===== config.mk =====
export PLATFORM = sky130hd
export DESIGN_NAME = conv_pos_counter
export DESIGN_NICKNAME = d
export VERILOG_FILES = /design/src/conv_pos_counter.sv
export SDC_FILE = /design/constraint.sdc
export NUM_CORES = 1
export LEC_CHECK = 0
export CELL_PAD_IN_SITES_DETAIL_PLACEMENT = 1
export CELL_PAD_IN_SITES_GLOBAL_PLACEMENT = 2
export CORE_UTILIZATION = 32
export CTS_CLUSTER_SIZE = 40
export DETAILED_ROUTE_END_ITERATION = 10
export DONT_BUFFER_PORTS = 1
export PLACE_DENSITY = 0.69
export RECOVER_POWER = 50
export SLEW_MARGIN = 20
export SYNTH_ARGS = -nofsm -noshare
export SYNTH_HDL_FRONTEND = slang
export SYNTH_SLANG_ARGS = --single-unit

===== constraint.sdc =====
create_clock -name clk -period 1.85 [get_ports clk]
set_clock_uncertainty 0.05 [all_clocks]
set_input_delay 0.37 -clock clk [delete_from_list [all_inputs] [get_ports clk]]
set_output_delay 0.37 -clock clk [all_outputs]
set_load 0.02 [all_outputs]

===== src/conv_pos_counter.sv =====
module conv_pos_counter #(
    parameter int IMG_W = 28,
    parameter int IMG_H = 28
) (
    input  logic                     clk,
    input  logic                     rst_n,
    input  logic                     pix_valid,
    output logic [$clog2(IMG_W)-1:0] col,
    output logic [$clog2(IMG_H)-1:0] row,
    output logic                     line_end,
    output logic                     frame_end
);

    localparam int COL_W = $clog2(IMG_W);
    localparam int ROW_W = $clog2(IMG_H);
    localparam logic [COL_W-1:0] COL_LAST = COL_W'(IMG_W - 1);
    localparam logic [ROW_W-1:0] ROW_LAST = ROW_W'(IMG_H - 1);

    // flags describe the pixel accepted on this edge
    assign line_end  = pix_valid && (col == COL_LAST);
    assign frame_end = line_end && (row == ROW_LAST);

    always_ff @(posedge clk) begin
        if (!rst_n) begin
            col <= '0;
            row <= '0;
        end else if (pix_valid) begin
            if (line_end) begin
                col <= '0;
                if (frame_end) begin
                    row <= '0; // next frame
                end else begin
                    row <= row + 1'b1;
                end
            end else begin
                col <= col + 1'b1;
            end
        end
    end

    // column wraps before it can leave the image
    a_col_range: assert property (@(posedge clk) disable iff (!rst_n)
        col <= COL_LAST);

endmodule


After elaboration in Yosys (flattened, before gate mapping). Cells that the tools add are included.

Register bits after elaboration: 10. Output and inout bits: 12. Logic and storage cells: 11. Input bits: 3.

Eq/ne operators: 2. Reductions and logical operators: 3. Mux-type cells: 2. Add/sub/neg operators: 2.

Operators by type and width (count): 5-bit by 1-bit adder with 5-bit output, second input constant (2); 5-bit equality test, second input constant (2); 5-bit 2-to-1 mux (2); 1-bit logical AND (2); 2-bit AND reduction (1).

Logic depth before layout (Yosys ltp).
Word-level depth: 4. Depth in mapped cells: 4. Depth with buffers taken out: 4.

Least setup slack after synthesis. No wires, ideal clock.

Kind: register -> output. From: register col[0]. To: output port frame_end. Arrival time: 1.391 ns. Path slack: 0.039 ns. Data required time: 1.430 ns. Stages on the path, launching flop included: 4. Path buffers: 0. Cells stage by stage: dfxtp_1 -> ha_1 -> nand3_2 -> nor3_1.

Cells in the longest elaborated chain, start to end: 3.

RTL lines: from (decl) (RTL line 8) `output logic [$clog2(IMG_W)-1:0] col,`; from (signal assigned) (RTL line 36) `col <= col + 1'b1;`; 5-bit equality test (RTL line 20) `assign line_end = pix_valid && (col == COL_LAST);`; 1-bit logical AND (RTL line 20); 1-bit logical AND (RTL line 21) `assign frame_end = line_end && (row == ROW_LAST);`; to (decl) (RTL line 11) `output logic frame_end`.

Every way passes these cells.

Final worst setup path. Ends and elaborated chain as after synthesis.

==> impl_metrics.ini <==
[status]
status = finished, final reports clean

[grt]
grt_use_total_pct = 19.21
grt_pass1_wl_mm = 2.035
grt_pass1_vias = 442
grt_antenna_before_repair = 0
grt_max_degree = 11
overflow = 0

[clock_tree]
ctsResizeCount = 0
postCtsSetupRepairBufs = 0
cts_max_level = 1
clkLatencyLatePin_ns = 0.27
cts-hold-fix-buffers = 0
cts_root_buffer = clkbuf_4
cts_buffer_depth = 2
cts_tree = built
clock_sinks = 10
cts_buffers = 3
clk_pin_slew_ns = 0.06

[logic_synthesis]
syn_inst = 54
ys_ff_latch = 10
syn-mean-instance-area_sq_um = 9.036
ys.flop_type = dfxtp_1
synth-edff-count = 0
yosys_warnings = 0
synth_common_cells = 10 x dfxtp_1, 5 x a21oi_1, 4 x nand2_1, 4 x nor3_1, 3 x o21ai_0
synth_fp_nets = 59
yosysTopAreaCell = dfxtp_1
synth_area_sq_um = 488.0
yosysMostFrequentCell = dfxtp_1
post-synth-top-area-fraction_pct = 41.03
ys_seq_area_share_pct = 41.03
synth_cell_types = 27
synthTopCellsByArea = dfxtp_1 41%, a21oi_1 5.1%, ha_1 5.1%
synthArstFlopShare_pct = 0

[timing]
hold_viol_final = 0
final-setup-viol-count = 0
fmax_ghz = 0.5630
period_minus_slack_ns = 1.776
tightest_slew_ns = 0.4312
post-route-period-util_pct = 96.01
slew_headroom_pct = 71.26
slew_violations = 0
hold_ws_ns = 0.2204

[floorplanning]
initial_core_util_pct = 35.71
rows = 13
die_x_um = 41.05
die_h_um = 41.05
die_area_sq_mm = 0.001685
core_sq_mm = 0.001366
top_level_ports = 15

[power]
power_density_mw_per_mm2 = 664.8
max-vdd-ir-drop_uv = 311.6
p_leak_nw = 0.2001
total_power_uw = 396.8

[setup_path]
cp.arrival_ns = 1.36
startpoint_type = flop
worstPathCellList = ha_1, nand3_4, nor3_2, buf_4
worstReg2RegStart = row[0]
critPathKind = flop to output port
worstPathRequired_ns = 1.43
critPathLaunch = col[0]
path_max_fanout = 9
critical_path.slowest_cell = dfxtp_1
max_stage_delay_ns = 0.33
setup.worst_path.end_class = output port

[detailed_routing]
wl_per_cell_um = 17.47
vias = 488
drt_first_pass_iters = 2
drcViolationCount = 0
ant_nets = 0
vias_per_cell = 5.880
drtIter0Drc = 7
wirelength_mm = 1.450

[place]
gp_congestion = 0.7673
hpwlAfterDp_mm = 1.067
io_buffers = 0

[hold_path]
hp-class = input pin to flop
hold_start = pix_valid

[cells_and_area]
area_growth_pct = 22.31
drive_above_1_share_pct = 16.18
layout.nets = 75
diodes = 0

[job]
maxCapViolations = 0
## kinds of logic after synthesis
family / share of synthesized area [%]
buffers and inverters: 0.7685
AOI/OAI and AO/OA: 18.21
and+or+nand+nor: 29.24
muxes: 2.051
xor gates and xnor gates: 3.590
adders and majority gates: 5.127
DFF: 41.03
## worst max-delay path: cells and delay by family (launching register included)
family / cells / cell delay [ns]
adders and majority gates: 1 / 0.24
buffers and inverters: 1 / 0.16
DFF: 1 / 0.33
and+or+nand+nor: 2 / 0.36
## flip-flops by register name, indices dropped and copies added (netlist names)
name,flops
col,5
row,5
## through the flow
stage | TNS, ns | utilization, % | worst slack [ns] | cell area [sq um] | instances
final | 0 | 43.68 | 0.07376 | 596.8 | 83
after global routing | -0.005643 | 43.68 | -0.005643 | 596.8 | 83
after CTS | 0 | 44.78 | 0.02943 | 611.8 | 83
after detailed placement | 0 | 43.13 | 0.3207 | 589.3 | 80
after global placement | 0 | 43.13 | 0.3531 | 589.3 | 80
after floorplan | 0 | - | 0.03884 | 488.0 | 54
## report_power, final
| group | total [mW] | leakage [nW] | switching [mW] | internal [mW] |
|---|---|---|---|---|
| registers | 0.220 | 0.0809 | 0.00177 | 0.219 |
| clock network | 0.153 | 0.0138 | 0.0778 | 0.0753 |
| logic | 0.0233 | 0.105 | 0.0161 | 0.00723 |
| total | 0.397 | 0.200 | 0.0956 | 0.301 |
## metal layers
| metal | routed length, um | share of wire, % | vias to the layer above | global-route usage [%] |
|---|---|---|---|---|
| met5 | 0 | 0 | - | 0 |
| met1 | 694 | 48 | 246 | 28.10 |
| met2 | 698 | 48 | 7 | 24.61 |
| met4 | 19 | 1.3 | 0 | 12.50 |
| met3 | 38 | 2.6 | 2 | 3.804 |
| li1 | - | - | 233 | - |
## final cells by class
| cell class | count | area (sq um) |
|---|---|---|
| Clock buffer | 3 | 22.52 |
| Fill cell | 178 | 769.5 |
| Inverter | 1 | 3.754 |
| Multi-Input combinational cell | 43 | 299.0 |
| Sequential cell | 10 | 200.2 |
| Tap cell | 15 | 18.77 |
| Timing Repair Buffer | 11 | 52.55 |
## cell usage in the layout (no fill, tap or decap), types with 2 or more instances in the layout
cell / Yosys / layout
o21ai_0: 3 / 3
clkbuf_4: 0 / 3
nor2_1: 2 / 2
nand2b_1: 2 / 2
nand3_1: 2 / 2
nand4b_1: 2 / 2
nand2_1: 4 / 4
clkbuf_1: 0 / 8
xor2_1: 2 / 2
a21oi_1: 5 / 5
nor3_1: 4 / 3
dfxtp_1: 10 / 10
buf_4: 0 / 3
## path summary, 6_finish.rpt
path | endpoint | slack, ns | cells past startpoint
setup / recovery | frame_end | 0.07 | 4
hold / removal | col[1] | 0.22 | 2
setup reg to reg | row[3] | 0.31 | 4
hold reg to reg | col[1] | 0.57 | 3
Power figures use the tool's default switching activity.
