[src/conv_pkg.sv]
package conv_pkg;

    // data widths
    localparam int PIX_W  = 8;
    localparam int COEF_W = 8;

    // kernel geometry
    localparam int K    = 5;
    localparam int TAPS = K * K;
    localparam int N_CH = 3;

    // arithmetic
    localparam int ACC_W      = 20; // product sum, wraps mod 2^20
    localparam int OUT_W      = 12;
    localparam int FRAC_SHIFT = 8;  // sum bits dropped before bias add

    typedef logic [PIX_W-1:0] pixel_t;          // unsigned greyscale
    typedef logic signed [COEF_W-1:0] coef_t;   // weight or bias

    // tap 0 is top-left, raster order, tap TAPS-1 bottom-right
    typedef pixel_t [TAPS-1:0] window_t;

    // weight[t] pairs with window tap t
    typedef struct packed {
        coef_t [TAPS-1:0] weight;
        coef_t            bias;
    } kernel_t;

    typedef kernel_t [N_CH-1:0] kernel_set_t;

    typedef logic signed [OUT_W-1:0] result_t;
    typedef result_t [N_CH-1:0] conv_out_t;    // one result per channel

    // window controller
    typedef enum logic {
        FILL,   // first K-1 rows of a frame
        SLIDE   // window fully covered by image rows
    } ctrl_state_e;

endpackage
[src/conv_ctrl.sv]
module conv_ctrl #(
    parameter int COL_W = 5,
    parameter int ROW_W = 5
) (
    input  logic             clk,
    input  logic             rst_n,
    input  logic             pix_valid,
    input  logic [COL_W-1:0] col,
    input  logic [ROW_W-1:0] row,
    input  logic             line_end,
    input  logic             frame_end,
    output logic             win_valid
);

    import conv_pkg::*;

    localparam logic [ROW_W-1:0] LAST_FILL_ROW = ROW_W'(K - 2);
    localparam logic [ROW_W-1:0] FIRST_WIN_ROW = ROW_W'(K - 1);
    localparam logic [COL_W-1:0] FIRST_WIN_COL = COL_W'(K - 1);

    ctrl_state_e state;
    ctrl_state_e state_nxt;

    always_comb begin
        state_nxt = state;
        case (state)
            FILL: begin
                // buffers hold K-1 rows once this row ends
                if (line_end && (row == LAST_FILL_ROW)) begin
                    state_nxt = SLIDE;
                end
            end
            SLIDE: begin
                if (frame_end) begin
                    state_nxt = FILL;
                end
            end
            default: state_nxt = FILL;
        endcase
    end

    always_ff @(posedge clk) begin
        if (!rst_n) begin
            state     <= FILL;
            win_valid <= 1'b0;
        end else begin
            state <= state_nxt;
            // lines up with the window register update
            win_valid <= pix_valid && (state == SLIDE) && (col >= FIRST_WIN_COL);
        end
    end

    // pixels of the first K-1 rows never yield a window
    a_no_win_in_fill: assert property (@(posedge clk) disable iff (!rst_n)
        win_valid |-> ($past(row) >= FIRST_WIN_ROW));

endmodule

[config.mk]
export PLATFORM = sky130hd
export DESIGN_NAME = conv_ctrl
export DESIGN_NICKNAME = d
export VERILOG_FILES = /design/src/conv_pkg.sv /design/src/conv_ctrl.sv
export SDC_FILE = /design/constraint.sdc
export NUM_CORES = 1
export LEC_CHECK = 0
export ABC_AREA = 1
export BUFFER_PORTS_ARGS = -buffer_cell sky130_fd_sc_hd__buf_2
export CELL_PAD_IN_SITES_DETAIL_PLACEMENT = 1
export CELL_PAD_IN_SITES_GLOBAL_PLACEMENT = 1
export CORE_AREA = 2 2 39 41
export DETAILED_ROUTE_END_ITERATION = 6
export DIE_AREA = 0 0 41 43
export PLACE_DENSITY = 0.44
export RECOVER_POWER = 100
export SYNTH_ARGS = -nofsm -noshare
export SYNTH_HDL_FRONTEND = slang
export SYNTH_SLANG_ARGS = --single-unit
[constraint.sdc]
create_clock -name clk -period 0.8 [get_ports clk]
set_input_delay 0.24 -clock clk [delete_from_list [all_inputs] [get_ports clk]]
set_output_delay 0.24 -clock clk [all_outputs]
set_load 0.005 [all_outputs]
Word-level counts from Yosys, hierarchy flattened --
Index checks and enable logic that the tools add are counted.
Operators by class: magnitude comparators 1, eq/ne operators 1, mux-type cells 3, bitwise gates (word level) 1, reductions and logical operators 3
Operator list (number):
- $eq A5 B2 Y1 const B | 1
- $ge A5 B3 Y1 const B | 1
- $logic_and A1 B1 Y1 | 3
- $mux W1 | 2
- $pmux W1 S2 | 1
- $not A1 Y1 | 1
Storage, ports and cells: bits in registers 2, input bits 15, output and inout port bits 1, logic and storage cells 11

Longest topological paths before layout --
Gate-level depths: netlist of run 1.
depth in word-level cells 4, depth in mapped cells 5, mapped depth without buffers 5

Worst setup path after synthesis of run 1 --
No wires, ideal clock.
path kind register to register, start point reg state, end point reg state, setup time 0.112 ns, arrival 0.511 ns, required time 0.688 ns, slack 0.177 ns, cell stages (with the launch flop) 6, clock period less this slack 0.623 ns, path through dfxtp_1 -> inv_1 -> nand2_1 -> nor2_1 -> nand2_1 -> nand2_1
On the way: word-level cells in the longest chain between the ends 2
Ends and longest elaborated chain:
- start: declaration | line conv_ctrl.sv:21 | ctrl_state_e state;
- start signal: assignment | line conv_ctrl.sv:47 | state <= state_nxt;
- $not A1 Y1
- $pmux W1 S2 (*) | line conv_ctrl.sv:26 | case (state)
Every way passes the cells marked *; elsewhere a longest branch is shown, timed or not. A chain may end at the register's enable or synchronous reset.

Final worst setup path of run 1 --
start point reg win_valid, end point out win_valid
RTL lines:
- start: declaration | line conv_ctrl.sv:12 | output logic win_valid
- start signal: assignment | line conv_ctrl.sv:49 | win_valid <= pix_valid && (state == SLIDE) && (col >= FIRST_WIN_COL);
No word-level cell between the ends.

==> flow_summary.json, run 1 <==
{
  "drt_pass1_iterations": 2,
  "hold_path_end": "win_valid",
  "finalPower_mw": 0.362,
  "cp_num_buf_inv": 1,
  "start_util_pct": 7.69,
  "synth-main-ff-cell": "dfxtp_1",
  "fin_setup_tns_ns": -0.0602,
  "min_path_cells": 3,
  "fmax_mhz": 1160,
  "synth-seq-cells": 2,
  "synth_top_area_share_pct": 37.6,
  "rr_worst_depth": 5,
  "synth.most_common_cell": "nand2_1",
  "period_minus_slack_ns": 0.860,
  "grt_use_total_pct": 5.21,
  "core_area_mm2": 0.00138,
  "cap_violations": 0,
  "die_w_um": 41,
  "status": "finished with violations",
  "num_vias": 143,
  "numCtsBuffers": 3,
  "cts_tree": "built",
  "tightestPinTransition_ns": 0.196,
  "cpLargestDelayFamily": "flip-flops",
  "htree_num_levels": 1,
  "critPathKind": "flop to output pin",
  "placed_area_um2": 191,
  "worstPathMaxFanout": 1,
  "ys_seq_area_share_pct": 37.6,
  "grt-ovfl-total": 0,
  "pre_cts_ws_ns": 0.0677,
  "netlist_area_um2": 106,
  "synth_edf_count": 0,
  "remaining_drc_errors": 0,
  "grt_max_degree": 4,
  "io_buffers": 13,
  "drtIter0Drc": 2,
  "die_area_mm2": 0.00176,
  "rr_endpoint": "state",
  "synthesis.nets": 33,
  "synthArstFlopShare_pct": 0,
  "ys_top_cells_by_area": "dfxtp_1, nand2_1, inv_1",
  "hp-start": "col[2]",
  "hold_viol_final": 0,
  "cts_root_buf": "clkbuf_4",
  "cts_sinks": 2,
  "cp-end-kind": "output pin",
  "antenna_cells": 0,
  "layout-drive-gt1-share_pct": 47.1,
  "via_per_inst": 2.86,
  "synthCells": 18,
  "wl_per_cell_um": 7.72,
  "finalNetCount": 51,
  "setup_violations": 1,
  "worstPathRequired_ns": 0.56,
  "fin_area_um2": 214,
  "r2r_slack_ns": 0.12,
  "hp-class": "input port to flop",
  "syn_area_per_cell_um2": 5.91,
  "die_h_um": 43,
  "finalMaxSlewViolations": 0,
  "fill_cells": 179,
  "gp_congestion": 0.594,
  "yosys_warnings": 0,
  "yosys-top-cells-count": "nand2_1, inv_1, nor2_1",
  "area_growth_syn_to_layout_pct": 101,
  "io_pins": 16,
  "num_rows": 14,
  "clockBufferDepth": 2,
  "path_cells": "buf_2",
  "clk_pin_slew_ns": 0.03,
  "synth_top_cell_by_area": "dfxtp_1",
  "antenna_found_initial": 0,
  "final_util_pct": 15.5,
  "slew_headroom_pct": 86.9,
  "violations": "negative setup slack",
  "fin_worst_skew_ns": 0.00342,
  "slowest_stage": "dfxtp_1",
  "final.setup.worst_slack_ns": -0.0602,
  "grt_pass1_wl_um": 496,
  "startpoint": "win_valid",
  "start_kind": "flop",
  "clkLatencyLatePin_ns": 0.22,
  "cts.repair.resized": 0,
  "max_stage_delay_ns": 0.28,
  "hpwl_um": 332,
  "grt_pass1_vias": 126,
  "crit_cells": 1,
  "synth_cell_types": 7,
  "rsz0062_at_grt": "yes",
  "rr_startpoint": "state",
  "post-route-period-util_pct": 108,
  "vdd_ir_drop_max_mv": 0.399,
  "drtAntennaViolNets": 0,
  "arrival_ns": 0.62,
  "leakage_nw": 0.125,
  "wl_um": 386,
  "p_per_area_mw_per_mm2": 1690
}
[sequential cells by signal, summed over array words and instances, names as in the netlist]
signal     count
win_valid      1
state          1
[cell type report]
| cell class | count | area (um^2) | share of cell area [%] |
|---|---|---|---|
| multi-input combinational | 12 | 51.3 | 24.0 |
| tap | 16 | 20.0 | 9.36 |
| inverter | 4 | 15.0 | 7.02 |
| clock buffer | 3 | 22.5 | 10.5 |
| timing repair buffer | 13 | 65.1 | 30.4 |
| sequential | 2 | 40.0 | 18.7 |
[layout by cell type (no fill, tap or decap), drive strengths merged]
cell | Yosys | routed
nand3 | 1 | 1
nand2 | 6 | 6
buf | 0 | 13
dfxtp | 2 | 2
inv | 4 | 4
nor3 | 1 | 1
clkbuf | 0 | 3
nor2 | 3 | 3
nand3b | 1 | 1
[repair_timing]
| action | 4_1_cts | 5_1_grt |
|---|---|---|
| pin swaps | 0 | 0 |
| hold buffers | 0 | 0 |
| setup endpoints to repair | 1 | 1 |
| setup buffers | 0 | 0 |
[stage by stage]
stage / std cells / hold slack (ns)
after floorplan: 18 / 0.360
after global placement: 47 / 0.462
after detailed placement: 47 / 0.470
after CTS: 50 / 0.253
after global routing: 50 / 0.276
final: 50 / 0.258
[power by group]
part / total [mW] / switching, mW / internal, mW
logic: 0.0422 / 0.0161 / 0.0261
registers: 0.101 / 0.000314 / 0.101
clock network: 0.218 / 0.0534 / 0.165
[routing by layer]
metal | vias to the layer above | wire length, um | part of all wire, % | global-route usage (%)
met5 | - | 0 | 0 | 0
met4 | 0 | 0 | 0 | 4.00
met3 | 0 | 99 | 26 | 8.38
met2 | 14 | 87 | 23 | 2.81
met1 | 44 | 199 | 52 | 6.69
li1 | 85 | - | - | -
[how the worst max path moves through the flow]
stage,endpoint,slack (ns)
2_1_floorplan,state,0.18
3_3_place_gp,win_valid,0.05
3_5_place_dp,win_valid,0.07
4_1_cts,win_valid,-0.08
5_1_grt,win_valid,-0.09
6_report,win_valid,-0.06
[cell families (layout without fill, tap and decap cells)]
logic type	after synthesis	count (layout)	synth area share, %
flops	2	2	37.6
buf+inv	4	20	14.1
simple gates	12	12	48.2
Note: power is estimated with default switching activity, not from simulation.
==> inputs of run 2 (changes only) <==
ABC_CLOCK_PERIOD_IN_PS = 800   (was not set)
PLACE_DENSITY = not set   (was 0.44)
PLACE_DENSITY_LB_ADDON = 0.12   (was not set)
==> run 2 against run 1 <==
Against the previous run: the run still ends with negative setup slack left; cell count did not move; clock-buffer cell count did not move; non-clock buffer count did not move; wire length fell by 11%; via count rose by 9.8%; critical path depth did not move; first-iteration DRC count fell by 50%; register-to-register slack barely moved; final area did not move; die area did not move; clock skew fell by 0.00076 ns; core utilization did not move; critical endpoint unchanged; largest cell class unchanged.
==> flow_summary.json, run 2 (synthesis results as in run 1) <==
{
  "core_area_mm2": 0.00138,
  "max_stage_delay_ns": 0.28,
  "reg_top3": "state (1), win_valid (1)",
  "cts_setup_buffers": 0,
  "rr_endpoint": "state",
  "vdd_ir_drop_max_mv": 0.243,
  "tightestPinTransition_ns": 0.145,
  "drtAntennaViolNets": 0,
  "via_per_inst": 3.14,
  "multi_input_area_um2": 51.3,
  "arrival_ns": 0.61,
  "postCtsHoldBufs": 0,
  "wl_um": 345,
  "drt_pass1_iterations": 2,
  "numPlacedInstances": 47,
  "finalPower_mw": 0.365,
  "cp-end-kind": "output pin",
  "grt_max_degree": 4,
  "fin_setup_tns_ns": -0.0548,
  "cts_sinks": 2,
  "remaining_drc_errors": 0,
  "die_w_um": 41,
  "rr_worst_depth": 5,
  "die_area_mm2": 0.00176,
  "p_per_area_mw_per_mm2": 1710,
  "path_cells": "buf_2",
  "clkLatencyLatePin_ns": 0.22,
  "num_vias": 157,
  "fin_worst_skew_ns": 0.00266,
  "leakage_nw": 0.125,
  "clockBufferDepth": 2,
  "hold_viol_final": 0,
  "slew_headroom_pct": 90.3,
  "finalMaxSlewViolations": 0,
  "wl_met2_um": 187,
  "startpoint": "win_valid",
  "critPathKind": "flop to output pin",
  "rr_startpoint": "state",
  "worstPathMaxFanout": 1,
  "area_growth_syn_to_layout_pct": 101,
  "cp_num_buf_inv": 1,
  "start_util_pct": 7.69,
  "layout_common_cells": "buf_2, nand2_1, inv_1",
  "grt_use_total_pct": 5.61,
  "grt_pass1_wl_um": 614,
  "io_pins": 16,
  "cpLargestDelayFamily": "flip-flops",
  "setup_violations": 1,
  "final_common_cell": "buf_2",
  "hpwl_um": 298,
  "period_minus_slack_ns": 0.855,
  "cap_violations": 0,
  "final_util_pct": 15.5,
  "post-route-period-util_pct": 107,
  "holdWs_ns": 0.229,
  "finalNonFillerCells": 50,
  "die_h_um": 43,
  "gp_congestion": 0.626,
  "grt_pass1_vias": 174,
  "violations": "negative setup slack",
  "wirelength_met1_um": 132,
  "clk_pin_slew_ns": 0.03,
  "top_layer_used": "met3",
  "start_kind": "flop",
  "cts_tree": "built",
  "rsz0062_at_grt": "yes",
  "io_buffers": 13,
  "antenna_found_initial": 0,
  "antenna_cells": 0,
  "grt-ovfl-total": 0,
  "cts.repair.resized": 0,
  "fmax_mhz": 1170,
  "seqCellArea_um2": 40.0,
  "wl_met3_um": 26,
  "crit_cells": 1,
  "final.setup.worst_slack_ns": -0.0548,
  "htree_num_levels": 1,
  "worstPathRequired_ns": 0.56,
  "num_rows": 14,
  "finalNetCount": 51,
  "wl_per_cell_um": 6.90,
  "drtIter0Drc": 1,
  "r2r_slack_ns": 0.12,
  "cts_root_buf": "clkbuf_4",
  "timing.critical_path.to": "win_valid",
  "layout-drive-gt1-share_pct": 47.1,
  "status": "finished with violations",
  "hp-class": "input port to flop",
  "fill_cells": 179,
  "numCtsBuffers": 3,
  "slowest_stage": "dfxtp_1"
}
[run 2: cell counts in the layout (fill, tap and decap cells not counted)]
Identical to the previous run, type by type.
[run 2: worst min-delay path by stage]
stage	start	end	slack (ns)	cells after the start
after CTS	col[2]	win_valid	0.23	3
final	col[2]	win_valid	0.23	3
after floorplan	col[2]	win_valid	0.36	2
after detailed placement	col[2]	win_valid	0.46	3
after global placement	col[2]	win_valid	0.46	3
after global routing	col[2]	win_valid	0.23	3
[run 2: layout make-up]
cell class / count / share of cell area [%]
Clock buffer: 3 / 10.5
Sequential cell: 2 / 18.7
Inverter: 4 / 7.02
Multi-Input combinational cell: 12 / 24.0
Timing Repair Buffer: 13 / 30.4
Tap cell: 16 / 9.36
[run 2: per-layer routing]
layer	GRT usage (%)	up-vias
met5	0	-
met4	6.00	0
met3	3.66	0
met2	8.13	6
met1	4.47	66
li1	-	85
[run 2: per-stage QoR]
stage          instance area (um^2)  setup slack, ns
6_report                        214          -0.0548
3_5_place_dp                    191           0.0983
4_1_cts                         214          -0.0673
5_1_grt                         214          -0.0831
2_1_floorplan                   106            0.177
3_3_place_gp                    191           0.0979
[run 2: power breakdown]
part           total (mW)  switching (mW)  internal, mW
Combinational      0.0407          0.0146        0.0260
Sequential          0.101        0.000368         0.101
Clock               0.223          0.0574         0.166
==> inputs of run 3 (changes only) <==
PLACE_DENSITY = 0.55   (was not set)
PLACE_DENSITY_LB_ADDON = not set   (was 0.12)
==> run 3 against run 2 <==
Against the previous run: core utilization stayed put; clock skew is 0.0011 ns lower; register-to-register slack hardly changed; combinational power is 1% higher; non-clock buffer count stayed put; die area stayed put; largest cell class unchanged; final area stayed put; clock power is 3% lower; critical path depth stayed put; cell count stayed put; flip-flop and latch count stayed put; via count is 2.5% higher; the flow still finishes with violations (negative setup slack).
==> flow_summary.json, run 3 (synthesis results as in run 1) <==
{
  "path_cells": "buf_2",
  "core_area_mm2": 0.00138,
  "final.setup.worst_slack_ns": -0.0599,
  "fmax_mhz": 1160,
  "worstPathRequired_ns": 0.56,
  "wl_um": 350,
  "cp-end-kind": "output pin",
  "io_pins": 16,
  "wl_per_cell_um": 7.00,
  "start_kind": "flop",
  "clkLatencyLatePin_ns": 0.22,
  "cpLargestDelayFamily": "flip-flops",
  "fin_worst_skew_ns": 0.00153,
  "drtIter0Drc": 1,
  "num_rows": 14,
  "via_per_inst": 3.22,
  "critPathKind": "flop to output pin",
  "finalMaxSlewViolations": 0,
  "die_h_um": 43,
  "clockBufferDepth": 2,
  "rsz0062_at_grt": "yes",
  "postCtsHoldBufs": 0,
  "hold_viol_final": 0,
  "hp-class": "input port to flop",
  "num_vias": 161,
  "drt_pass1_iterations": 2,
  "post-route-period-util_pct": 107,
  "vdd_ir_drop_max_mv": 0.207,
  "pre_cts_ws_ns": 0.112,
  "numCtsBuffers": 3,
  "grt-ovfl-total": 0,
  "final_common_cell": "buf_2",
  "cap_violations": 0,
  "final_util_pct": 15.5,
  "clk_pin_slew_ns": 0.03,
  "cp_num_buf_inv": 1,
  "htree_num_levels": 1,
  "finalPower_mw": 0.360,
  "cts.repair.resized": 0,
  "setup_violations": 1,
  "die_w_um": 41,
  "reg_top3": "state (1), win_valid (1)",
  "tightestPinTransition_ns": 0.149,
  "io_buffers": 13,
  "hpwl_um": 296,
  "grt_pass1_wl_um": 621,
  "finalNetCount": 51,
  "arrival_ns": 0.62,
  "remaining_drc_errors": 0,
  "layout_common_cells": "buf_2, nand2_1, inv_1",
  "antenna_cells": 0,
  "die_area_mm2": 0.00176,
  "slowest_stage": "dfxtp_1",
  "slew_headroom_pct": 90.0,
  "gp_congestion": 0.604,
  "drtAntennaViolNets": 0,
  "grt_max_degree": 4,
  "holdWs_ns": 0.229,
  "period_minus_slack_ns": 0.860,
  "cts_setup_buffers": 0,
  "cts_sinks": 2,
  "start_util_pct": 7.69,
  "cts_tree": "built",
  "max_stage_delay_ns": 0.28,
  "layout-drive-gt1-share_pct": 47.1,
  "p_per_area_mw_per_mm2": 1680,
  "antenna_found_initial": 0,
  "status": "finished with violations",
  "leakage_nw": 0.125,
  "grt_pass1_vias": 192,
  "fin_setup_tns_ns": -0.0599,
  "area_growth_syn_to_layout_pct": 101,
  "grt_use_total_pct": 5.81,
  "cts_root_buf": "clkbuf_4",
  "violations": "negative setup slack",
  "worstPathMaxFanout": 1
}
[run 3: cell counts in the layout (fill, tap and decap cells not counted)]
No cell type changed its count.
[run 3: metrics by stage]
step	std cells	area (um^2)
final	50	214
after global routing	50	214
after CTS	50	214
after detailed placement	47	191
after global placement	47	191
after floorplan	18	106
[run 3: final cells by class]
| class | instances | area (um^2) |
|---|---|---|
| clock buffers | 3 | 22.5 |
| fillers | 179 | 1170 |
| inverters | 4 | 15.0 |
| multi-input cells | 12 | 51.3 |
| flip-flops and latches | 2 | 40.0 |
| well taps | 16 | 20.0 |
| repair buffers | 13 | 65.1 |
[run 3: final timing paths]
check                 start   endpoint  slack, ns  cells after the start
hold / removal       col[2]  win_valid       0.23                      3
setup / recovery  win_valid  win_valid      -0.06                      1
setup reg to reg      state      state       0.12                      5
hold reg to reg       state  win_valid       0.46                      2
[run 3: per-layer routing]
layer  global-route usage, %  routed length, um  part of all wire [%]
met5                       0                  0                     0
met4                    8.00                  0                     0
met3                    1.57                 22                   6.3
met2                    9.69                226                    65
met1                    3.82                101                    29
[run 3: report_power, final]
part	internal [mW]	switching [mW]	leakage [nW]	total, mW
combinational	0.0261	0.0151	0.0953	0.0412
sequential	0.101	0.000333	0.0161	0.101
clock	0.165	0.0522	0.0138	0.217
total	0.292	0.0677	0.125	0.360
