File: src/conv_pkg.sv
package conv_pkg;

    // data widths
    localparam int PIX_W  = 8;
    localparam int COEF_W = 8;

    // kernel geometry
    localparam int K    = 5;
    localparam int TAPS = K * K;
    localparam int N_CH = 3;

    // arithmetic
    localparam int ACC_W      = 20; // product sum, wraps mod 2^20
    localparam int OUT_W      = 12;
    localparam int FRAC_SHIFT = 8;  // sum bits dropped before bias add

    typedef logic [PIX_W-1:0] pixel_t;          // unsigned greyscale
    typedef logic signed [COEF_W-1:0] coef_t;   // weight or bias

    // tap 0 is top-left, raster order, tap TAPS-1 bottom-right
    typedef pixel_t [TAPS-1:0] window_t;

    // weight[t] pairs with window tap t
    typedef struct packed {
        coef_t [TAPS-1:0] weight;
        coef_t            bias;
    } kernel_t;

    typedef kernel_t [N_CH-1:0] kernel_set_t;

    typedef logic signed [OUT_W-1:0] result_t;
    typedef result_t [N_CH-1:0] conv_out_t;    // one result per channel

    // window controller
    typedef enum logic {
        FILL,   // first K-1 rows of a frame
        SLIDE   // window fully covered by image rows
    } ctrl_state_e;

endpackage
File: src/conv_window.sv
module conv_window #(
    parameter int IMG_W = 28
) (
    input  logic              clk,
    input  logic              rst_n,
    input  logic              pix_valid,
    input  conv_pkg::pixel_t  pix_data,
    output conv_pkg::window_t window
);

    import conv_pkg::*;

    // line_buf[j][IMG_W-1] is the pixel j+1 rows above the incoming one
    pixel_t line_buf [K-1][IMG_W];
    pixel_t [K-1:0] new_col; // index 0 is the top row

    always_comb begin
        for (int r = 0; r < K - 1; r++) begin
            new_col[r] = line_buf[K-2-r][IMG_W-1];
        end
        new_col[K-1] = pix_data;
    end

    // row buffers chain into each other
    always_ff @(posedge clk) begin
        if (pix_valid) begin
            for (int j = 0; j < K - 1; j++) begin
                for (int i = IMG_W - 1; i > 0; i--) begin
                    line_buf[j][i] <= line_buf[j][i-1];
                end
            end
            line_buf[0][0] <= pix_data;
            for (int j = 1; j < K - 1; j++) begin
                line_buf[j][0] <= line_buf[j-1][IMG_W-1];
            end
        end
    end

    // 5x5 window, moves one column right per accepted pixel
    always_ff @(posedge clk) begin
        if (!rst_n) begin
            window <= '0;
        end else if (pix_valid) begin
            for (int r = 0; r < K; r++) begin
                for (int c = 0; c < K - 1; c++) begin
                    window[r*K+c] <= window[r*K+c+1];
                end
                window[r*K+K-1] <= new_col[r]; // right column is the newest
            end
        end
    end

endmodule

File: config.mk
export PLATFORM = sky130hd
export DESIGN_NAME = conv_window
export DESIGN_NICKNAME = d
export VERILOG_FILES = /design/src/conv_pkg.sv /design/src/conv_window.sv
export SDC_FILE = /design/constraint.sdc
export NUM_CORES = 1
export LEC_CHECK = 0
export ABC_AREA = 1
export BUFFER_PORTS_ARGS = -buffer_cell sky130_fd_sc_hd__buf_4
export CAP_MARGIN = 20
export CORE_ASPECT_RATIO = 1.1
export CORE_MARGIN = 5
export CORE_UTILIZATION = 25
export DETAILED_ROUTE_END_ITERATION = 7
export PLACE_DENSITY_LB_ADDON = 0.3
export SLEW_MARGIN = 20
export SYNTH_ARGS = -nofsm -noshare
export SYNTH_HDL_FRONTEND = slang
export SYNTH_SLANG_ARGS = --single-unit
File: constraint.sdc
create_clock -name clk -period 1.4 [get_ports clk]
set_clock_uncertainty 0.15 [all_clocks]
set_input_delay 0.07 -clock clk [delete_from_list [all_inputs] [get_ports clk]]
set_output_delay 0.07 -clock clk [all_outputs]
set_load 0.03 [all_outputs]
Word-level counts from Yosys, hierarchy flattened
Memories as Yosys holds them, arrays and structs flattened.
Index checks and enable logic that the tools add are counted.
- muxes and demuxes: 2
- operators by type and width (kind ; count):
    1-bit two-way mux ; 2
- flip-flop bits (word level): 200
- RAM bits: 896
- input port bits: 11
- word-level logic and storage cells: 28
- memories: 1
- memories (name ; depth ; bits a word ; rd ports ; clocked after memory_dff ; wr ports ; RTL line ; RTL):
    line_buf ; 4 ; 224 ; 4 ; 0 ; 4 ; conv_window.sv:14 ; pixel_t line_buf [K-1][IMG_W];

Longest topological paths before layout
Gate-level depths: netlist of run 1.
- word-level depth: 2
- mapped depth: 6
- gate-level depth less buffers: 4

Least setup slack after synthesis of run 1
No wires, ideal clock.
- path type: register to register
- from: reg window[108] in the netlist's numbering
- to: reg window[100] in the netlist's numbering
- library setup time: 62 ps
- data arrival time: 747 ps
- data required time: 1188 ps
- setup slack: 441 ps
- cell stages (with the launch flop): 5
- period minus slack after synthesis: 959 ps
- path through: dfxtp_1 > inv_1 > nand2_2 > nand2_1 > nor2_2
- RTL lines (item ; RTL line ; RTL):
    from (decl) ; conv_window.sv:8 ; output conv_pkg::window_t window
    from (signal, indexed assignment) ; conv_window.sv:46 ; window[r*K+c] <= window[r*K+c+1];
    from (signal, indexed assignment) ; conv_window.sv:48 ; window[r*K+K-1] <= new_col[r];

==> flow_metrics.env, run 1 <==
export IMPL_hold_ws_ps=-1.20
export IMPL_layout_cells_non_filler=4690
export IMPL_ys_seq_area_share_pct=86.1
export IMPL_io_pins=211
export IMPL_hold_viol=2
export IMPL_r2r_end="window[2]$_SDFFE_PN0P_"
export IMPL_hold_path_end="line_buf[0][197]$_DFFE_PP_"
export IMPL_die_height_um=407
export IMPL_reg2reg_slack_ps=120
export IMPL_port_buffers=210
export IMPL_yosysWarnings=0
export IMPL_syn_area_mm2=0.0359
export IMPL_grt_pass1_wl_um=102000
export IMPL_timing_final_crit_period_ps=1510
export IMPL_fillers=13800
export IMPL_start_util_pct=25.2
export IMPL_ys_types=12
export IMPL_r2r_start="window[2]$_SDFFE_PN0P_"
export IMPL_power_leakage_uw=0.0175
export IMPL_outcome="complete, but fails checks"
export IMPL_dr_pass1_iters=4
export IMPL_crit_required_ps=1550
export IMPL_tns_ps=-2770
export IMPL_cellPowerDensity_mw_per_mm2=1520
export IMPL_post_route_cells_drive_above_1_share_pct=37.1
export IMPL_cts_htree_levels=3
export IMPL_path_class="in -> reg"
export IMPL_tightest_slew_ps=708
export IMPL_vias=17200
export IMPL_dp_cells=4285
export IMPL_syn_nets=2174
export IMPL_clk_insertion_delay_late_ps=690
export IMPL_arrival_ps=1660
export IMPL_drtAntennaViolNets=0
export IMPL_power_uw=70700
export IMPL_startpoint="pix_valid"
export IMPL_clk_pin_slew_ps=60
export IMPL_clockBufferDepth=3
export IMPL_grt_overflow=0
export IMPL_fin_crit_sh_pct=108
export IMPL_drt_total_wl_um=67000
export IMPL_cts_buffers=110
export IMPL_min_from="pix_valid"
export IMPL_grt_max_degree=63
export IMPL_area_growth_syn_to_layout_pct=29.4
export IMPL_place_area_mm2=0.0401
export IMPL_stdcell_area_mm2=0.0464
export IMPL_reg2regPathDepth=3
export IMPL_core_area_mm2=0.142
export IMPL_fin_ws_ps=-112
export IMPL_setup_viol=49
export IMPL_synth_avg_cell_area_um2=16.6
export IMPL_wire_per_inst_um=14.3
export IMPL_cp_end_kind="register"
export IMPL_drt_iter0_drc=1258
export IMPL_grt_antenna_before_repair=1
export IMPL_cts_tree="built"
export IMPL_rows=145
export IMPL_fin_util_pct=32.6
export IMPL_gp_congestion=0.724
export IMPL_synth_cells=2163
export IMPL_drc_errors=0
export IMPL_hold_path_depth=4
export IMPL_relSlewSlack_pct=52.7
export IMPL_fp_dieW_um=371
export IMPL_min_path_type="in -> reg"
export IMPL_max_freq_ghz=0.661
export IMPL_grt_pass1_vias=17000
export IMPL_viasPerCell=3.66
export IMPL_ys_seq_elements=1096
export IMPL_rsz0062_at_grt="yes"
export IMPL_diodes=0
export IMPL_max_cap_viol_count=0
export IMPL_slew_violations=0
export IMPL_cts_sinks=1096
export IMPL_place_hpwl_um=38000
export IMPL_root_buffer="clkbuf_16"
export IMPL_ir_drop_v=0.000951
export IMPL_num_nets_final=2695
export IMPL_track_usage_pct=8.65
export IMPL_critical_path_max_fanout=13
export IMPL_violations="hold timing, setup timing"
export IMPL_startpoint_type="primary input"
export IMPL_die_area_mm2=0.151
==> metal layers <==
metal	vias up	share of wire, %	global-route usage, %
met3	104	6.8	2.91
met4	0	2.3	2.85
li1	8337	-	-
met2	299	42	12.2
met5	-	0	0
met1	8431	49	12.4
==> cell usage after synthesis <==
master / count / share of area, %
nor2_1: 280 / 2.9
nor2_2: 120 / 2.1
nand2_1: 300 / 3.1
inv_1: 200 / 2.1
buf_6: 24 / 0.75
buf_12: 9 / 0.50
buf_8: 2 / 0.084
buf_4: 11 / 0.23
nand2_2: 100 / 1.7
edfxtp_1: 896 / 75
dfxtp_1: 200 / 11
buf_2: 21 / 0.29
==> registers in the layout (all words and copies together) (netlist names) <==
signal    cells
line_buf    896
window      200
==> placed cells by master, fill, tap and decap left out <==
| cell type | synthesis | layout |
|---|---|---|
| buf_12 | 9 | 39 |
| buf_16 | 0 | 2 |
| buf_4 | 11 | 205 |
| buf_6 | 24 | 183 |
| buf_8 | 2 | 11 |
| bufinv_16 | 0 | 5 |
| clkbuf_1 | 0 | 19 |
| clkbuf_16 | 0 | 112 |
| clkbuf_8 | 0 | 9 |
| clkinv_1 | 0 | 21 |
| clkinv_16 | 0 | 1 |
| clkinv_2 | 0 | 28 |
| clkinv_4 | 0 | 2 |
| clkinvlp_2 | 0 | 1 |
| clkinvlp_4 | 0 | 4 |
| dfxtp_2 | 0 | 152 |
| dfxtp_4 | 0 | 48 |
| dlygate4sd3_1 | 0 | 33 |
| edfxtp_1 | 896 | 896 |
| inv_1 | 200 | 200 |
| inv_16 | 0 | 1 |
| inv_6 | 0 | 7 |
| nand2_1 | 300 | 300 |
| nand2_2 | 100 | 100 |
| nor2_1 | 280 | 280 |
| nor2_2 | 120 | 120 |
==> per-stage QoR <==
step | hold slack [ps] | setup WS (ps)
after floorplan | 18.9 | 441
after global placement | 110 | 70.3
after detailed placement | 110 | 89.0
after CTS | -62.4 | -133
after global routing | -30.8 | -132
final | -1.20 | -112
==> critical path, cell delays in order <==
cell and delay [ps]:
buf_12 80, buf_12 90, buf_12 170, buf_12 190, dlygate4sd3_1 1030
==> kinds of logic after synthesis <==
| kind of cell | share of synthesized area (%) |
|---|---|
| flops | 86.1 |
| simple gates | 9.90 |
| buf+inv | 3.95 |
==> layout make-up <==
cell class / instances / area [µm²] / area share [%]
flip-flops and latches: 1096 / 31300 / 67.4
repair buffers: 476 / 4990 / 10.8
multi-input cells: 800 / 3550 / 7.65
clock buffers: 137 / 2930 / 6.32
well taps: 1911 / 2390 / 5.15
inverters: 200 / 751 / 1.62
clock inverters: 70 / 533 / 1.15
==> worst max path at each step <==
stage               cells past startpoint                    endpoint
finish                                  5  line_buf[1][157]$_DFFE_PP_
global route                            1                 window[187]
CTS                                     1                 window[187]
detailed placement                      6     window[73]$_SDFFE_PN0P_
global placement                        6     window[73]$_SDFFE_PN0P_
floorplan                               4    window[100]$_SDFFE_PN0P_
==> what timing repair did <==
| action | CTS | global route |
|---|---|---|
| setup buffers | 151 | 10 |
| gates resized for setup | 467 | 6 |
| hold endpoints to repair | 1104 | 51 |
| hold buffers | 34 | 5 |
| cloned | 0 | 2 |
| setup endpoints to repair | 200 | 238 |
==> report_power, final <==
part	internal [µW]	total, µW	leakage, µW	switching, µW
clock	15800	28000	0.00171	12200
combinational	1860	4560	0.00531	2710
sequential	37300	38100	0.0105	742
total	55000	70700	0.0175	15600
(Power assumes the default switching activity.)
==> run 2: changes to the inputs <==
--- a/config.mk
+++ b/config.mk
@@ -5,7 +5,6 @@
 export SDC_FILE = /design/constraint.sdc
 export NUM_CORES = 1
 export LEC_CHECK = 0
-export ABC_AREA = 1
 export BUFFER_PORTS_ARGS = -buffer_cell sky130_fd_sc_hd__buf_4
 export CAP_MARGIN = 20
 export CORE_ASPECT_RATIO = 1.1
==> flow_metrics.env, run 2 <==
export IMPL_fin_ws_ps=-162
export IMPL_r2r_start="window[182]$_SDFFE_PN0P_"
export IMPL_top_register="line_buf"
export IMPL_clk_pin_slew_ps=60
export IMPL_crit_path_cell_trace="buf_8, buf_8"
export IMPL_hold_viol=0
export IMPL_drtAntennaViolNets=0
export IMPL_synth_top_cell_area_share_pct=77.8
export IMPL_tightest_slew_ps=437
export IMPL_ys_types=7
export IMPL_max_freq_ghz=0.640
export IMPL_ys_seq_elements=1096
export IMPL_grt_busiest_layer="met1"
export IMPL_root_buffer="clkbuf_16"
export IMPL_diodes=0
export IMPL_grt_overflow=0
export IMPL_cp_end_kind="primary output"
export IMPL_arrival_ps=1340
export IMPL_startpoint="window[182]$_SDFFE_PN0P_"
export IMPL_drt_total_wl_um=59800
export IMPL_synth_top_cells_by_area="edfxtp_1 78%, dfxtp_1 12%, mux2i_1 5.8%"
export IMPL_tns_ps=-1220
export IMPL_syn_nets=1551
export IMPL_viasPerCell=3.75
export IMPL_ir_drop_v=0.00105
export IMPL_cts_sinks=1096
export IMPL_rsz0062_at_grt="yes"
export IMPL_yosysWarnings=0
export IMPL_critical_path_max_fanout=2
export IMPL_relSlewSlack_pct=70.9
export IMPL_die_area_mm2=0.146
export IMPL_post_route_cells_drive_above_1_share_pct=37.1
export IMPL_grt_max_degree=68
export IMPL_grtUsageMet3_pct=2.52
export IMPL_violations="setup timing"
export IMPL_io_pins=211
export IMPL_max_cap_viol_count=0
export IMPL_layout_cells_non_filler=3974
export IMPL_final_cell_mix="896 x edfxtp_1, 205 x buf_4, 200 x mux2i_1, 200 x nor2b_1, 194 x buf_6"
export IMPL_cts_tree="built"
export IMPL_vias=14900
export IMPL_synth_ff_type="edfxtp_1"
export IMPL_yosysTopAreaCell="edfxtp_1"
export IMPL_ys_top_cells_by_count="896 x edfxtp_1, 200 x dfxtp_1, 200 x mux2i_1, 200 x nor2b_1, 22 x clkbuf_1"
export IMPL_start_util_pct=25.1
export IMPL_dp_cells=3601
export IMPL_grt_antenna_before_repair=1
export IMPL_timing_final_crit_period_ps=1560
export IMPL_startpoint_type="register"
export IMPL_syn_area_mm2=0.0346
export IMPL_largest_reg_flops=896
export IMPL_fp_dieW_um=365
export IMPL_ys_async_sr_fraction_pct=0
export IMPL_gp_congestion=0.757
export IMPL_reg2regPathDepth=4
export IMPL_grt_pass1_wl_um=90500
export IMPL_cpMostUsedCell="buf_8"
export IMPL_port_buffers=210
export IMPL_slowest_stage="dfxtp_2"
export IMPL_final_common_cell="edfxtp_1"
export IMPL_cts_htree_levels=3
export IMPL_grt_pass1_vias=15300
export IMPL_synth_edff_count=896
export IMPL_setup_viol=41
export IMPL_slew_violations=0
export IMPL_synth_cells=1540
export IMPL_use_met2_pct=10.7
export IMPL_fin_crit_sh_pct=112
export IMPL_r2r_end="window[174]$_SDFFE_PN0P_"
export IMPL_rows=143
export IMPL_path_class="reg -> out"
export IMPL_cts_buffers=110
export IMPL_core_area_mm2=0.138
export IMPL_dr_pass1_iters=4
export IMPL_crit_required_ps=1180
export IMPL_track_usage_pct=7.96
export IMPL_wire_per_inst_um=15.1
export IMPL_reg_top3="line_buf x896, window x200"
export IMPL_ys_seq_area_share_pct=89.4
export IMPL_num_nets_final=2077
export IMPL_place_hpwl_um=33400
export IMPL_cellPowerDensity_mw_per_mm2=1520
export IMPL_outcome="complete, but fails checks"
export IMPL_drc_errors=0
export IMPL_synth_most_common_cell="edfxtp_1"
export IMPL_die_height_um=400
export IMPL_clockBufferDepth=3
export IMPL_crit_end="window[182]"
export IMPL_slowest_delay_ps=340
export IMPL_clk_insertion_delay_late_ps=690
export IMPL_min_path_type="in -> reg"
export IMPL_area_growth_syn_to_layout_pct=30.3
export IMPL_power_leakage_uw=0.0163
export IMPL_drt_iter0_drc=1058
export IMPL_synth_avg_cell_area_um2=22.5
export IMPL_power_uw=68400
export IMPL_reg2reg_slack_ps=340
export IMPL_grt_use_met1_pct=12.0
-- run 2: cell count changes in the layout (fill, tap and decap cells not counted), sizes merged, moves of 3 or more --
cell	change
mux2i	+200
nor2b	+200
clkinv	+3
nand2	-400
dlygate4sd3	-15
bufinv	+3
inv	-203
clkbuf	-7
nor2	-400
-- run 2: worst min path at each step --
stage	from	to	slack, ps	cells after the start
after global routing	pix_data[0]	line_buf[0][216]$_DFFE_PP_	40	2
final	pix_data[0]	line_buf[0][216]$_DFFE_PP_	50	2
after detailed placement	pix_data[1]	line_buf[0][217]$_DFFE_PP_	110	1
after global placement	pix_data[3]	line_buf[0][219]$_DFFE_PP_	120	1
after CTS	pix_data[5]	window[197]$_SDFFE_PN0P_	7	4
after floorplan	pix_data[0]	line_buf[0][216]$_DFFE_PP_	20	0
-- run 2: timing repair --
| action | 4_1_cts | 5_1_grt |
|---|---|---|
| gates resized for setup | 469 | 4 |
| gates cloned | 0 | 0 |
| endpoints found under the hold margin | 981 | 0 |
| hold buffers | 18 | 0 |
| pin swaps | 0 | 0 |
| setup buffers | 142 | 5 |
| endpoints found under the setup margin | 200 | 200 |
-- run 2: cell type report --
type	count	area, µm²
multi-input cells	400	3250
clock buffers	133	2890
repair buffers	458	4670
clock inverters	75	674
fillers	13100	92700
flip-flops and latches	1096	31300
well taps	1812	2270
-- run 2: critical path: cells and delay by family (launching register included) --
family | cells | cell delay, ps
buffers and inverters | 2 | 290
DFF | 1 | 340
-- run 2: power by group --
part	total [µW]	switching [µW]	leakage (µW)	internal, µW
Sequential	37600	575	0.0105	37000
Combinational	2310	1320	0.00407	996
Clock	28500	12200	0.00173	16300
Total	68400	14100	0.0163	54300
-- run 2: cells by family (layout without fill, tap and decap cells) --
logic type             after synthesis  after routing  share of synthesized area (%)
multiplexers                       200            200                           5.79
buffers and inverters               44            666                           1.22
AND/OR/NAND/NOR                    200            200                           3.62
flip-flops                        1096           1096                           89.4
-- run 2: metal layers --
layer | vias to the layer above | wire length, µm
met3 | 113 | 3810
met4 | 0 | 1390
met2 | 362 | 23400
met5 | - | 0
met1 | 7509 | 31200
li1 | 6907 | -
-- run 2: through the flow --
| step | util [%] | worst slack [ps] | instance area, µm² | hold WS, ps |
|---|---|---|---|---|
| after floorplan | - | 472 | 34600 | 18.9 |
| after global placement | 28.3 | 44.6 | 39000 | 115 |
| after detailed placement | 28.3 | 37.4 | 39000 | 114 |
| after CTS | 32.7 | -222 | 45000 | 7.49 |
| after global routing | 32.7 | -241 | 45100 | 36.4 |
| final | 32.7 | -162 | 45100 | 47.0 |
==> run 3: changes to the inputs <==
--- a/config.mk
+++ b/config.mk
@@ -10,6 +10,7 @@
 export CORE_ASPECT_RATIO = 1.1
 export CORE_MARGIN = 5
 export CORE_UTILIZATION = 25
+export CTS_BUF_LIST = sky130_fd_sc_hd__clkbuf_16
 export DETAILED_ROUTE_END_ITERATION = 7
 export PLACE_DENSITY_LB_ADDON = 0.3
 export SLEW_MARGIN = 20
==> flow_metrics.env, run 3 (synthesis results as in run 2) <==
export IMPL_min_path_type="in -> reg"
export IMPL_track_usage_pct=7.95
export IMPL_hold_ws_ps=50.0
export IMPL_clockBufferDepth=3
export IMPL_critPathBufInv=2
export IMPL_arrival_ps=1340
export IMPL_grt_pass1_vias=15300
export IMPL_cp_end_kind="primary output"
export IMPL_place_area_mm2=0.0390
export IMPL_relSlewSlack_pct=70.9
export IMPL_root_buffer="clkbuf_16"
export IMPL_ir_drop_v=0.00105
export IMPL_tightest_slew_ps=436
export IMPL_critical_path_max_fanout=2
export IMPL_setup_viol=49
export IMPL_violations="setup timing"
export IMPL_rsz0062_at_grt="yes"
export IMPL_die_area_mm2=0.146
export IMPL_post_place_ws_ps=37.4
export IMPL_diodes=0
export IMPL_num_nets_final=2077
export IMPL_cts_tree="built"
export IMPL_vias=14900
export IMPL_final_cell_mix="896 x edfxtp_1, 205 x buf_4, 200 x mux2i_1, 200 x nor2b_1, 194 x buf_6"
export IMPL_clk_pin_slew_ps=60
export IMPL_dp_cells=3601
export IMPL_place_hpwl_um=33400
export IMPL_power_leakage_uw=0.0164
export IMPL_start_util_pct=25.1
export IMPL_drtAntennaViolNets=0
export IMPL_slowest_delay_ps=340
export IMPL_dr_pass1_iters=4
export IMPL_top_register="line_buf"
export IMPL_outcome="complete, but fails checks"
export IMPL_clk_insertion_delay_late_ps=690
export IMPL_grt_max_degree=68
export IMPL_final_common_cell="edfxtp_1"
export IMPL_slew_violations=0
export IMPL_cpMostUsedCell="buf_8"
export IMPL_area_growth_syn_to_layout_pct=30.1
export IMPL_fp_dieW_um=365
export IMPL_startpoint_type="register"
export IMPL_core_area_mm2=0.138
export IMPL_critPathTopFamily="flip-flops"
export IMPL_cts_buffers=110
export IMPL_stdcell_area_mm2=0.0450
export IMPL_timing_final_crit_period_ps=1560
export IMPL_cellPowerDensity_mw_per_mm2=1510
export IMPL_post_route_cells_drive_above_1_share_pct=36.9
export IMPL_slowest_stage="dfxtp_2"
export IMPL_rows=143
export IMPL_cts_htree_levels=3
export IMPL_reg_top3="line_buf x896, window x200"
export IMPL_io_pins=211
export IMPL_hold_viol=0
export IMPL_grt_overflow=0
export IMPL_power_uw=68000
export IMPL_fin_ws_ps=-161
export IMPL_crit_path_cell_trace="buf_8, buf_8"
export IMPL_path_class="reg -> out"
export IMPL_drt_total_wl_um=59700
export IMPL_drc_errors=0
export IMPL_gp_congestion=0.757
export IMPL_die_height_um=400
export IMPL_largest_reg_flops=896
export IMPL_wire_per_inst_um=15.0
export IMPL_viasPerCell=3.74
export IMPL_max_cap_viol_count=0
export IMPL_grt_pass1_wl_um=90500
export IMPL_drt_iter0_drc=1115
export IMPL_crit_required_ps=1180
export IMPL_max_freq_ghz=0.641
export IMPL_layout_cells_non_filler=3974
export IMPL_fin_crit_sh_pct=112
export IMPL_port_buffers=210
export IMPL_grt_antenna_before_repair=1
export IMPL_cts_sinks=1096
## run 3: worst reg2reg max path: stages (launching register included)
cell     delay (ps)
dfxtp_2         330
buf_8           150
buf_4           150
mux2i_1         120
nor2b_1          60
## run 3: per-layer routing
layer / vias up / part of all wire (%) / GRT usage, %
li1: 6908 / - / -
met3: 115 / 7.1 / 2.51
met1: 7456 / 52 / 12.0
met4: 0 / 2.4 / 2.64
met2: 374 / 39 / 10.7
met5: - / 0 / 0
## run 3: path summary, 6_finish.rpt
check                                               from                          to  slack [ps]  depth (start not counted)
worst min register to register  line_buf[3][8]$_DFFE_PP_    line_buf[3][0]$_DFFE_PP_         240                          0
worst max register to register  window[182]$_SDFFE_PN0P_    window[174]$_SDFFE_PN0P_         340                          4
worst min-delay path                         pix_data[0]  line_buf[0][216]$_DFFE_PP_          50                          2
worst max-delay path            window[182]$_SDFFE_PN0P_                 window[182]        -160                          2
## run 3: timing repair
action	4_1_cts	5_1_grt
endpoints found under the hold margin	981	0
gates resized for setup	469	4
endpoints found under the setup margin	200	200
pin swaps	0	0
setup buffers	142	5
hold buffers	18	0
## run 3: power breakdown
| group | total (µW) | internal, µW | switching [µW] |
|---|---|---|---|
| sequential | 37600 | 37000 | 575 |
| clock | 28100 | 15900 | 12200 |
| combinational | 2310 | 996 | 1320 |
## run 3: final cells by class
| class | count | area, µm² |
|---|---|---|
| fill | 13100 | 92800 |
| tap | 1812 | 2270 |
| clock buffer | 110 | 2750 |
| sequential | 1096 | 31300 |
| clock inverter | 98 | 761 |
| timing repair buffer | 458 | 4670 |
| multi-input combinational | 400 | 3250 |
## run 3: metrics by stage
step,util [%],TNS [ps]
floorplan,-,0
global placement,28.3,0
detailed placement,28.3,0
CTS,32.6,-13190
global route,32.7,-13090
finish,32.7,-1260
